$ cat src/design/i2s_pkg.sv
package i2s_pkg;

  // Clock dividers in system clocks per half period
  localparam int BCLK_HALF  = 9;
  localparam int LRCLK_HALF = 567;

  // Sample widths
  localparam int TX_WIDTH = 24;  // Sent to the DAC
  localparam int RX_WIDTH = 16;  // Kept from the ADC

  // AXI4-Lite bus
  localparam int ADDR_WIDTH = 8;
  localparam int DATA_WIDTH = 32;

  // Register map
  localparam logic [7:0] REG_CTRL     = 8'h00;  // Bit 0 loopback
  localparam logic [7:0] REG_TX_LEFT  = 8'h04;
  localparam logic [7:0] REG_TX_RIGHT = 8'h08;
  localparam logic [7:0] REG_RX_LEFT  = 8'h0C;  // Read only
  localparam logic [7:0] REG_RX_RIGHT = 8'h10;  // Read only
  localparam logic [7:0] REG_STATUS   = 8'h14;  // Bit 0 frame flag, W1C

endpackage
$ cat src/design/i2s_codec_top.sv
`timescale 1ns/1ps

module i2s_codec_top (
  input  logic                           clk_i,
  input  logic                           rst_ni,
  input  logic [i2s_pkg::ADDR_WIDTH-1:0] s_axil_awaddr_i,
  input  logic                           s_axil_awvalid_i,
  output logic                           s_axil_awready_o,
  input  logic [i2s_pkg::DATA_WIDTH-1:0] s_axil_wdata_i,
  input  logic                           s_axil_wvalid_i,
  output logic                           s_axil_wready_o,
  output logic [1:0]                     s_axil_bresp_o,
  output logic                           s_axil_bvalid_o,
  input  logic                           s_axil_bready_i,
  input  logic [i2s_pkg::ADDR_WIDTH-1:0] s_axil_araddr_i,
  input  logic                           s_axil_arvalid_i,
  output logic                           s_axil_arready_o,
  output logic [i2s_pkg::DATA_WIDTH-1:0] s_axil_rdata_o,
  output logic [1:0]                     s_axil_rresp_o,
  output logic                           s_axil_rvalid_o,
  input  logic                           s_axil_rready_i,
  output logic                           mclk_o,
  output logic                           bclk_o,
  output logic                           lrclk_o,
  input  logic                           adc_sdata_i,
  output logic                           dac_sdata_o,
  output logic                           rx_valid_o
);

  logic                         loopback_en;
  logic [i2s_pkg::TX_WIDTH-1:0] tx_left;
  logic [i2s_pkg::TX_WIDTH-1:0] tx_right;
  logic                         bclk_rise;
  logic                         bclk_fall;
  logic                         lrclk_rise;
  logic                         lrclk_fall;
  logic                         lrclk;
  logic [i2s_pkg::RX_WIDTH-1:0] rx_left;
  logic [i2s_pkg::RX_WIDTH-1:0] rx_right;
  logic                         rx_valid;

  assign lrclk_o    = lrclk;
  assign rx_valid_o = rx_valid;

  i2s_axil_regs regs_i (
    .clk_i,
    .rst_ni,
    .s_axil_awaddr_i,
    .s_axil_awvalid_i,
    .s_axil_awready_o,
    .s_axil_wdata_i,
    .s_axil_wvalid_i,
    .s_axil_wready_o,
    .s_axil_bresp_o,
    .s_axil_bvalid_o,
    .s_axil_bready_i,
    .s_axil_araddr_i,
    .s_axil_arvalid_i,
    .s_axil_arready_o,
    .s_axil_rdata_o,
    .s_axil_rresp_o,
    .s_axil_rvalid_o,
    .s_axil_rready_i,
    .rx_left_i     (rx_left),
    .rx_right_i    (rx_right),
    .rx_valid_i    (rx_valid),
    .loopback_en_o (loopback_en),
    .tx_left_o     (tx_left),
    .tx_right_o    (tx_right)
  );

  i2s_clock_gen clk_gen_i (
    .clk_i,
    .rst_ni,
    .mclk_o,
    .bclk_o,
    .lrclk_o      (lrclk),
    .bclk_rise_o  (bclk_rise),
    .bclk_fall_o  (bclk_fall),
    .lrclk_rise_o (lrclk_rise),
    .lrclk_fall_o (lrclk_fall)
  );

  i2s_transmitter tx_i (
    .clk_i,
    .rst_ni,
    .bclk_fall_i   (bclk_fall),
    .lrclk_rise_i  (lrclk_rise),
    .lrclk_fall_i  (lrclk_fall),
    .loopback_en_i (loopback_en),
    .adc_sdata_i,
    .tx_left_i     (tx_left),
    .tx_right_i    (tx_right),
    .dac_sdata_o
  );

  // Receiver listens to the ADC line even in loopback
  i2s_receiver rx_i (
    .clk_i,
    .rst_ni,
    .bclk_rise_i  (bclk_rise),
    .lrclk_rise_i (lrclk_rise),
    .lrclk_fall_i (lrclk_fall),
    .lrclk_i      (lrclk),
    .adc_sdata_i,
    .rx_left_o    (rx_left),
    .rx_right_o   (rx_right),
    .rx_valid_o   (rx_valid)
  );

endmodule

$ cat src/design/i2s_axil_regs.sv
`timescale 1ns/1ps

module i2s_axil_regs (
  input  logic                           clk_i,
  input  logic                           rst_ni,
  input  logic [i2s_pkg::ADDR_WIDTH-1:0] s_axil_awaddr_i,
  input  logic                           s_axil_awvalid_i,
  output logic                           s_axil_awready_o,
  input  logic [i2s_pkg::DATA_WIDTH-1:0] s_axil_wdata_i,
  input  logic                           s_axil_wvalid_i,
  output logic                           s_axil_wready_o,
  output logic [1:0]                     s_axil_bresp_o,
  output logic                           s_axil_bvalid_o,
  input  logic                           s_axil_bready_i,
  input  logic [i2s_pkg::ADDR_WIDTH-1:0] s_axil_araddr_i,
  input  logic                           s_axil_arvalid_i,
  output logic                           s_axil_arready_o,
  output logic [i2s_pkg::DATA_WIDTH-1:0] s_axil_rdata_o,
  output logic [1:0]                     s_axil_rresp_o,
  output logic                           s_axil_rvalid_o,
  input  logic                           s_axil_rready_i,
  input  logic [i2s_pkg::RX_WIDTH-1:0]   rx_left_i,
  input  logic [i2s_pkg::RX_WIDTH-1:0]   rx_right_i,
  input  logic                           rx_valid_i,
  output logic                           loopback_en_o,
  output logic [i2s_pkg::TX_WIDTH-1:0]   tx_left_o,
  output logic [i2s_pkg::TX_WIDTH-1:0]   tx_right_o
);

  logic                           frame_flag;
  logic                           aw_take;
  logic                           ar_take;
  logic                           wr_en;
  logic                           rd_en;
  logic [i2s_pkg::DATA_WIDTH-1:0] rd_data;

  function automatic logic is_mapped(input logic [i2s_pkg::ADDR_WIDTH-1:0] addr);
    return addr inside {i2s_pkg::REG_CTRL, i2s_pkg::REG_TX_LEFT, i2s_pkg::REG_TX_RIGHT,
                        i2s_pkg::REG_RX_LEFT, i2s_pkg::REG_RX_RIGHT, i2s_pkg::REG_STATUS};
  endfunction

  // Accept only with both AW and W present and B free
  assign aw_take = s_axil_awvalid_i && s_axil_wvalid_i && !s_axil_awready_o && !s_axil_bvalid_o;
  assign ar_take = s_axil_arvalid_i && !s_axil_arready_o && !s_axil_rvalid_o;
  assign wr_en   = s_axil_awready_o && s_axil_awvalid_i && s_axil_wready_o && s_axil_wvalid_i;
  assign rd_en   = s_axil_arready_o && s_axil_arvalid_i;

  always_ff @(posedge clk_i or negedge rst_ni) begin
    if (!rst_ni) begin
      s_axil_awready_o <= 1'b0;
      s_axil_wready_o  <= 1'b0;
      s_axil_bvalid_o  <= 1'b0;
      s_axil_bresp_o   <= 2'b00;
    end else begin
      s_axil_awready_o <= aw_take;  // One-cycle ready pulse
      s_axil_wready_o  <= aw_take;
      if (wr_en) begin
        s_axil_bvalid_o <= 1'b1;
        s_axil_bresp_o  <= is_mapped(s_axil_awaddr_i) ? 2'b00 : 2'b10;  // OKAY / SLVERR
      end else if (s_axil_bready_i) begin
        s_axil_bvalid_o <= 1'b0;
      end
    end
  end

  // Register file and sticky status
  always_ff @(posedge clk_i or negedge rst_ni) begin
    if (!rst_ni) begin
      loopback_en_o <= 1'b0;
      tx_left_o     <= '0;
      tx_right_o    <= '0;
      frame_flag    <= 1'b0;
    end else begin
      if (wr_en) begin
        case (s_axil_awaddr_i)
          i2s_pkg::REG_CTRL:     loopback_en_o <= s_axil_wdata_i[0];
          i2s_pkg::REG_TX_LEFT:  tx_left_o  <= s_axil_wdata_i[i2s_pkg::TX_WIDTH-1:0];
          i2s_pkg::REG_TX_RIGHT: tx_right_o <= s_axil_wdata_i[i2s_pkg::TX_WIDTH-1:0];
          default: ;  // RX words are read only
        endcase
      end
      // A new frame wins over a clear in the same cycle
      if (rx_valid_i) begin
        frame_flag <= 1'b1;
      end else if (wr_en && s_axil_awaddr_i == i2s_pkg::REG_STATUS && s_axil_wdata_i[0]) begin
        frame_flag <= 1'b0;
      end
    end
  end

  always_comb begin
    rd_data = '0;
    case (s_axil_araddr_i)
      i2s_pkg::REG_CTRL:     rd_data[0] = loopback_en_o;
      i2s_pkg::REG_TX_LEFT:  rd_data[i2s_pkg::TX_WIDTH-1:0] = tx_left_o;
      i2s_pkg::REG_TX_RIGHT: rd_data[i2s_pkg::TX_WIDTH-1:0] = tx_right_o;
      i2s_pkg::REG_RX_LEFT:  rd_data[i2s_pkg::RX_WIDTH-1:0] = rx_left_i;
      i2s_pkg::REG_RX_RIGHT: rd_data[i2s_pkg::RX_WIDTH-1:0] = rx_right_i;
      i2s_pkg::REG_STATUS:   rd_data[0] = frame_flag;
      default:               rd_data = '0;
    endcase
  end

  // Read data is held stable while rvalid waits for rready
  always_ff @(posedge clk_i or negedge rst_ni) begin
    if (!rst_ni) begin
      s_axil_arready_o <= 1'b0;
      s_axil_rvalid_o  <= 1'b0;
      s_axil_rdata_o   <= '0;
      s_axil_rresp_o   <= 2'b00;
    end else begin
      s_axil_arready_o <= ar_take;
      if (rd_en) begin
        s_axil_rvalid_o <= 1'b1;
        s_axil_rdata_o  <= rd_data;
        s_axil_rresp_o  <= is_mapped(s_axil_araddr_i) ? 2'b00 : 2'b10;
      end else if (s_axil_rready_i) begin
        s_axil_rvalid_o <= 1'b0;
      end
    end
  end

endmodule

$ cat src/design/i2s_receiver.sv
`timescale 1ns/1ps

module i2s_receiver (
  input  logic                         clk_i,
  input  logic                         rst_ni,
  input  logic                         bclk_rise_i,
  input  logic                         lrclk_rise_i,
  input  logic                         lrclk_fall_i,
  input  logic                         lrclk_i,
  input  logic                         adc_sdata_i,
  output logic [i2s_pkg::RX_WIDTH-1:0] rx_left_o,
  output logic [i2s_pkg::RX_WIDTH-1:0] rx_right_o,
  output logic                         rx_valid_o
);

  // Count 0 is the skipped delay bit, 1..RX_WIDTH are data bits
  localparam int CNT_W = $clog2(i2s_pkg::RX_WIDTH + 3);
  localparam logic [CNT_W-1:0] LAST_BIT  = CNT_W'(i2s_pkg::RX_WIDTH);
  localparam logic [CNT_W-1:0] STORE_CNT = CNT_W'(i2s_pkg::RX_WIDTH + 1);

  logic [CNT_W-1:0]             bit_cnt;
  logic [i2s_pkg::RX_WIDTH-1:0] shift_q;
  logic                         lr_edge;
  logic                         take_bit;

  assign lr_edge  = lrclk_rise_i | lrclk_fall_i;
  assign take_bit = bclk_rise_i && !lr_edge && (bit_cnt != '0) && (bit_cnt <= LAST_BIT);

  // Data shifter, fully refilled every word
  always_ff @(posedge clk_i) begin
    if (take_bit) shift_q <= {shift_q[i2s_pkg::RX_WIDTH-2:0], adc_sdata_i};
  end

  always_ff @(posedge clk_i or negedge rst_ni) begin
    if (!rst_ni) begin
      bit_cnt    <= '0;
      rx_left_o  <= '0;
      rx_right_o <= '0;
      rx_valid_o <= 1'b0;
    end else begin
      rx_valid_o <= 1'b0;  // Single-cycle pulse
      if (lr_edge) begin
        bit_cnt <= '0;
      end else if (bclk_rise_i) begin
        if (bit_cnt <= LAST_BIT) begin
          bit_cnt <= bit_cnt + 1'b1;
        end else if (bit_cnt == STORE_CNT) begin
          bit_cnt <= bit_cnt + 1'b1;  // Parks until next word
          // Word-select high means right channel
          if (lrclk_i) begin
            rx_right_o <= shift_q;
            rx_valid_o <= 1'b1;
          end else begin
            rx_left_o <= shift_q;
          end
        end
      end
    end
  end

endmodule

$ cat src/design/i2s_transmitter.sv
`timescale 1ns/1ps

module i2s_transmitter (
  input  logic                         clk_i,
  input  logic                         rst_ni,
  input  logic                         bclk_fall_i,
  input  logic                         lrclk_rise_i,
  input  logic                         lrclk_fall_i,
  input  logic                         loopback_en_i,
  input  logic                         adc_sdata_i,
  input  logic [i2s_pkg::TX_WIDTH-1:0] tx_left_i,
  input  logic [i2s_pkg::TX_WIDTH-1:0] tx_right_i,
  output logic                         dac_sdata_o
);

  // Extra top bit is the one-bit I2S delay slot
  logic [i2s_pkg::TX_WIDTH:0] shift_q;

  always_ff @(posedge clk_i or negedge rst_ni) begin
    if (!rst_ni) begin
      shift_q <= '0;
    end else if (lrclk_rise_i) begin
      shift_q <= {1'b0, tx_right_i};  // Right channel starts
    end else if (lrclk_fall_i) begin
      shift_q <= {1'b0, tx_left_i};   // Left channel starts
    end else if (bclk_fall_i) begin
      // Zeros fill in behind the LSB
      shift_q <= {shift_q[i2s_pkg::TX_WIDTH-1:0], 1'b0};
    end
  end

  // Loopback bypasses the shifter entirely
  assign dac_sdata_o = loopback_en_i ? adc_sdata_i : shift_q[i2s_pkg::TX_WIDTH];

endmodule

$ cat src/design/i2s_clock_gen.sv
`timescale 1ns/1ps

module i2s_clock_gen (
  input  logic clk_i,
  input  logic rst_ni,
  output logic mclk_o,
  output logic bclk_o,
  output logic lrclk_o,
  output logic bclk_rise_o,
  output logic bclk_fall_o,
  output logic lrclk_rise_o,
  output logic lrclk_fall_o
);

  localparam int BCLK_CNT_W  = $clog2(i2s_pkg::BCLK_HALF);
  localparam int LRCLK_CNT_W = $clog2(i2s_pkg::LRCLK_HALF);

  localparam logic [BCLK_CNT_W-1:0]  BCLK_RELOAD  = BCLK_CNT_W'(i2s_pkg::BCLK_HALF - 1);
  localparam logic [LRCLK_CNT_W-1:0] LRCLK_RELOAD = LRCLK_CNT_W'(i2s_pkg::LRCLK_HALF - 1);

  logic [BCLK_CNT_W-1:0]  bclk_cnt;
  logic [LRCLK_CNT_W-1:0] lrclk_cnt;

  // Master clock is clk_i / 2
  always_ff @(posedge clk_i or negedge rst_ni) begin
    if (!rst_ni) mclk_o <= 1'b0;
    else         mclk_o <= ~mclk_o;
  end

  // Both counters run down and flip their clock at zero
  always_ff @(posedge clk_i or negedge rst_ni) begin
    if (!rst_ni) begin
      bclk_cnt  <= BCLK_RELOAD;
      bclk_o    <= 1'b0;
      lrclk_cnt <= LRCLK_RELOAD;
      lrclk_o   <= 1'b0;
    end else begin
      if (bclk_cnt == '0) begin
        bclk_cnt <= BCLK_RELOAD;
        bclk_o   <= ~bclk_o;
      end else begin
        bclk_cnt <= bclk_cnt - 1'b1;
      end
      if (lrclk_cnt == '0) begin
        lrclk_cnt <= LRCLK_RELOAD;
        lrclk_o   <= ~lrclk_o;
      end else begin
        lrclk_cnt <= lrclk_cnt - 1'b1;
      end
    end
  end

  // Strobes lead the actual toggle by one cycle
  assign bclk_rise_o  = (bclk_cnt == '0) && !bclk_o;
  assign bclk_fall_o  = (bclk_cnt == '0) &&  bclk_o;
  assign lrclk_rise_o = (lrclk_cnt == '0) && !lrclk_o;
  assign lrclk_fall_o = (lrclk_cnt == '0) &&  lrclk_o;

endmodule

$ cat config.mk
export PLATFORM = sky130hd
export DESIGN_NAME = i2s_codec_top
export DESIGN_NICKNAME = d
export VERILOG_FILES = /design/src/design/i2s_pkg.sv /design/src/design/i2s_codec_top.sv /design/src/design/i2s_axil_regs.sv /design/src/design/i2s_receiver.sv /design/src/design/i2s_transmitter.sv /design/src/design/i2s_clock_gen.sv
export SDC_FILE = /design/constraint.sdc
export NUM_CORES = 1
export LEC_CHECK = 0
export ABC_AREA = 0
export BUFFER_PORTS_ARGS = -buffer_cell sky130_fd_sc_hd__clkbuf_2
export CAP_MARGIN = 20
export CORE_MARGIN = 10
export CORE_UTILIZATION = 50
export CTS_BUF_LIST = sky130_fd_sc_hd__clkbuf_2 sky130_fd_sc_hd__clkbuf_4 sky130_fd_sc_hd__clkbuf_8
export CTS_CLUSTER_DIAMETER = 40
export DETAILED_ROUTE_END_ITERATION = 10
export PLACE_DENSITY = 0.8
export SYNTH_ARGS = -nofsm -noshare
export SYNTH_HDL_FRONTEND = slang
export SYNTH_HIERARCHICAL = 1
export SYNTH_SLANG_ARGS = --single-unit
export TNS_END_PERCENT = 5
$ cat constraint.sdc
create_clock -name clk_i -period 2.6 [get_ports clk_i]
set_input_delay 0.13 -clock clk_i [delete_from_list [all_inputs] [get_ports clk_i]]
set_output_delay 0.13 -clock clk_i [all_outputs]
set_load 0.02 [all_outputs]
; Yosys cells after proc, flatten, opt, wreduce, memory -nomap -nowiden
; Index checks and enable logic that the tools add are counted.
; Widths: inputs -> output; s select.
[totals]
out_inout_bits = 46
register_bits = 178
elab_cells = 113
[op_classes]
bitwise_logic = 6
mux = 26
order_cmp = 1
eq_ne = 11
n_addsub = 3
reduce_logical = 44
[op_table]
columns = op, count
row1 = $mux 25, 3
row2 = $pmux 15 s4, 1
row3 = $eq 8x4->1 const B, 4
row4 = $eq 8x5->1 const B, 4
row5 = $mux 5, 4
row6 = $logic_and 1x1->1, 18
row7 = $eq 8x3->1 const B, 2
row8 = $logic_not 8->1, 2
row9 = $pmux 8 s2, 1
row10 = $mux 1, 12
row11 = $reduce_bool 6->1, 2
row12 = $logic_not 10->1, 1
row13 = $mux 10, 1
row14 = $reduce_and 5->1, 2
row15 = $sub 10x1->10 const B, 1
row16 = $reduce_and 2->1, 4
row17 = $reduce_bool 2->1, 4
row18 = $logic_not 1->1, 7
row19 = $pmux 1 s6, 1
row20 = $reduce_bool 3->1, 2
row21 = $add 5x1->5 const B, 1
row22 = $eq 5x5->1 const B, 1
row23 = $le 5x5->1 const B, 1
row24 = $not 1->1, 5
row25 = other kinds (6), 7

; Logic depth before layout (Yosys ltp)
[depth]
depth_word = 7
mapped_depth = 12

; Modules after synthesis
; Netlist, hierarchy kept.
[by_module_without_submodules]
columns = module, cells_per_inst, area_per_inst_um2, instances
row1 = i2s_axil_regs, 296, 3764.9, 1
row2 = i2s_receiver, 126, 2110.8, 1
row3 = i2s_transmitter, 166, 1450.1, 1
row4 = i2s_clock_gen, 74, 805.8, 1

; Worst setup path before layout
; OpenSTA, ideal clock, no wires.
[synth_path]
path_type = flip-flop to flip-flop
start = register clk_gen_i.lrclk_cnt[5]
end = register rx_i/rx_right_o[10] (netlist name)
slack_ns = -0.028
n_path_buf = 3
setup_ns = 0.125
period_less_slack_ns = 2.628
stages_incl_launch_ff = 11
arrival_time_ns = 2.502
cell_sequence = dfstp_2 > or4_4 > or3_1 > buf_6 > nor2_1 > nor2_4 > nand2_2 > or3_1 > buf_6 > buf_12 > mux2_4
[synth_between]
elab_chain_len = 5
[synth_lines]
columns = item, line
row1 = start: declaration, i2s_clock_gen.sv:22  ; logic [LRCLK_CNT_W-1:0] lrclk_cnt;
row2 = start signal: assignment, i2s_clock_gen.sv:48  ; lrclk_cnt <= lrclk_cnt - 1'b1;
row3 = $logic_not 10->1, i2s_clock_gen.sv:56  ; assign lrclk_rise_o = (lrclk_cnt == '0) && !lrclk_o;
row4 = $logic_and 1x1->1, i2s_clock_gen.sv:56
row5 = net lrclk_rise, i2s_codec_top.sv:35  ; logic lrclk_rise;
row6 = $or 1x1->1, i2s_receiver.sv:26  ; assign lr_edge = lrclk_rise_i | lrclk_fall_i;
row7 = $not 1->1 (no source line), -
row8 = $reduce_and 5->1 (no source line), -
row9 = end signal: assignment, i2s_receiver.sv:51  ; rx_right_o <= shift_q;
row10 = end: declaration, i2s_receiver.sv:12  ; output logic [i2s_pkg::RX_WIDTH-1:0] rx_right_o,
; The timed path passes the listed nets, and every way through them passes these cells.
; A chain may end at the register's enable or synchronous reset.

; Final worst setup path
[layout_path]
start = register clk_gen_i.lrclk_cnt[5]
end = register rx_i/rx_right_o[4] (netlist name)
; The elaborated chain is that of the path after synthesis.

==> results.py <==
metrics = {
    "timing": {
        "worstMarginPinSlew_ns": 0.6999,
        "min_period_ns": 2.458,
        "rsz0062_at_grt": "false",
        "setup-tns-final_ns": 0,
        "slew_headroom": 0.5318,
        "max_freq_ghz": 0.4069,
        "hold_viol": 0,
        "holdWs_ns": 0.03478,
        "setup_viol": 0,
        "finClkSkew_ns": 0.01240,
        "fin_crit_sh": 0.9452,
        "drv_slew": 0,
    },
    "final_layout": {
        "nFillCells": 1250,
        "finalNetCount": 854,
        "stdcell_count": 1022,
        "area_growth_pct": 18.16,
        "layout-drive-gt1-share": 0.3164,
        "n_antenna_cell": 0,
        "fin_area_mm2": 0.009608,
        "multi_input_area_mm2": 0.003297,
        "utilization": 0.6048,
        "regArea_mm2": 0.004492,
    },
    "logic_synthesis": {
        "synthArstFlopShare": 0.9091,
        "synth_top_family_by_area": "multiplexers",
        "yosysWarnings": 6,
        "synth_area_mm2": 0.008132,
        "synth.avg_cell_area_um2": 12.28,
        "synth_common_cells": "dfrtp_1, mux2_2, nand2_1, nor2_1, mux2_4",
        "yosysSeqAreaShare": 0.5524,
        "synth_xor_area_frac": 0.009540,
        "yosys.cell_types.count": 60,
        "ys_seq_elements": 176,
        "synth-main-ff-cell": "dfrtp_1",
        "yosysTopAreaCell": "dfrtp_1",
        "synth_top_area_share": 0.4739,
        "synth.area.top_cells": "dfrtp_1, mux2_2, edfxtp_1",
        "synthCells": 662,
        "synth_edf_count": 16,
        "synthSimpleGateAreaFrac": 0.1077,
        "synthMuxAreaShare": 0.1628,
        "synth-compound-area-share": 0.1111,
        "yosysMostFrequentCell": "dfrtp_1",
        "synth-adder-area-share": 0.007693,
    },
    "setup_path": {
        "arrival_ns": 2.80,
        "cp_num_buf_inv": 1,
        "crit_fanout": 16,
        "critPathKind": "register to register",
        "cpLargestDelayFamily": "simple AND/OR/NAND/NOR gates",
        "crit_chain": "or4_4 -> or3_1 -> nor2_4 -> nor2_4 -> nand2_2 -> or3_1 -> buf_12 -> mux2_2",
        "crit_required_ns": 2.95,
        "crit_slowest_cell": "or4_4",
        "worstSetupStartpointType": "register",
        "slowest_delay_ns": 0.55,
        "end_kind": "register",
    },
    "cts": {
        "clock-sinks": 176,
        "cts_setup_buffers": 0,
        "insertion_delay_ns": 0.47,
        "cts_max_path_buffers": 2,
        "root_buffer": "clkbuf_8",
        "clk_pin_slew_ns": 0.08,
        "cts_inserted_buffers": 17,
        "cts_tree": "built",
        "htreeDepth": 4,
    },
    "die": {
        "placementRows": 46,
        "die_y_um": 147.5,
        "die_width_um": 147.5,
        "die-area_mm2": 0.02176,
        "ios": 102,
        "initial_core_util": 0.5119,
        "core_mm2": 0.01589,
    },
    "global_routing": {
        "grt_pass1_wl_um": 31460,
        "grt_usage": 0.1796,
        "antenna_found_initial": 0,
        "grt_pass1_vias": 5886,
        "grt_max_degree": 70,
        "grt_remaining_overflow": 0,
    },
    "placed_design": {
        "dp_hpwl_um": 12690,
        "io_buffer_count": 83,
        "gp_congestion": 0.7927,
        "place_area_mm2": 0.008847,
        "dp_cells": 954,
    },
    "hold_path": {
        "hold_class": "input pin to register",
    },
    "drt": {
        "first_pass_iters": 4,
        "vias_per_cell": 5.584,
        "wl_um": 19700,
        "drc": 0,
        "drt-initial-drc-count": 391,
        "wl_per_cell_um": 19.27,
        "vias": 5707,
        "antenna_left": 0,
    },
    "power": {
        "powerDensity_mw_per_mm2": 508.1,
        "leakagePower_uw": 0.004565,
        "vdd_drop_max_v": 0.0003952,
    },
    "run": {
        "maxCapViolations": 0,
    },
    "outcome": {
        "status": "finished clean",
    },
}
state kept, by name (all words and copies together), names as in the netlist, 10 cells and up:
name	cells
tx_i/shift_q	25
regs_i/s_axil_rdata_o	24
regs_i/tx_left_o	24
regs_i/tx_right_o	24
rx_i/rx_left_o	16
rx_i/rx_right_o	16
rx_i/shift_q	16
clk_gen_i/lrclk_cnt	10
tightest hold or removal path, cell delays in order:
cell      delay (ns)
clkbuf_2        0.08
nor3_1          0.06
nand4_1         0.09
o211ai_1        0.08
logic make-up after synthesis:
logic type | after synthesis
muxes | 110
adders and majority gates | 5
and+or+nand+nor | 163
AOI/OAI and AO/OA | 130
buffers and inverters | 69
DFF | 176
other | 1
xor gates and xnor gates | 8
placed cells by master, fill, tap and decap left out, types with 5 or more instances in the layout:
cell,count
a221o_1,21
conb_1,10
and3b_1,6
mux2_2,54
a21oi_1,24
nand3_1,6
and2_1,10
xnor2_1,5
buf_4,25
dlygate4sd3_1,35
nor2b_1,5
or3_1,6
nor3_1,13
dfrtp_1,154
o21ai_0,15
edfxtp_1,16
dfstp_2,6
mux2i_1,22
nand2_1,49
buf_12,5
ha_1,5
inv_1,23
clkbuf_8,19
mux2_4,30
a22oi_1,21
o22a_1,16
nor2_1,37
o21ai_1,20
clkbuf_2,82
per-stage QoR:
stage	power [uW]	worst slack, ns
global route	5063	0.03975
global placement	3062	0.2063
floorplan	2938	0.07861
CTS	4920	0.1436
detailed placement	3069	0.1638
finish	4882	0.1425
report_power, final:
group / switching [uW] / total [uW] / internal, uW
sequential: 12.8 / 2790 / 2780
clock: 975 / 1830 / 852
combinational: 163 / 262 / 98.5
total: 1150 / 4880 / 3730
cell type report:
| class | instances | area share |
|---|---|---|
| inverter | 23 | 0.008986 |
| multi-input combinational | 426 | 0.3431 |
| clock inverter | 9 | 0.008986 |
| sequential | 176 | 0.4675 |
| tap | 216 | 0.02813 |
| timing repair buffer | 149 | 0.1129 |
| clock buffer | 23 | 0.03034 |
final timing paths:
check                                           end  cells after the start  slack [ns]              startpoint
min in group asynchronous     regs_i/tx_right_o[20]                      2        0.23                  rst_ni
hold / removal             regs_i/s_axil_rdata_o[0]                      4        0.03      s_axil_araddr_i[6]
hold reg to reg                    clk_gen_i/mclk_o                      1        0.42        clk_gen_i/mclk_o
setup reg to reg                 rx_i/rx_right_o[4]                      8        0.14  clk_gen_i/lrclk_cnt[5]
setup / recovery                 rx_i/rx_right_o[4]                      8        0.14  clk_gen_i/lrclk_cnt[5]
max in group asynchronous      regs_i/tx_left_o[17]                      3        1.51                  rst_ni
layer usage:
metal | share of wire | wire, um | track usage
met1 | 0.42 | 8323 | 0.2238
met2 | 0.50 | 9785 | 0.2940
met3 | 0.061 | 1202 | 0.05220
met4 | 0.020 | 388 | 0.05847
met5 | 0 | 0 | 0
repair_timing:
item	CTS	global route
endpoints found under the hold margin	121	0
gates resized for setup	0	2
hold buffers	35	0
setup endpoints to repair	0	3
Note: power is estimated with default switching activity, not from simulation.
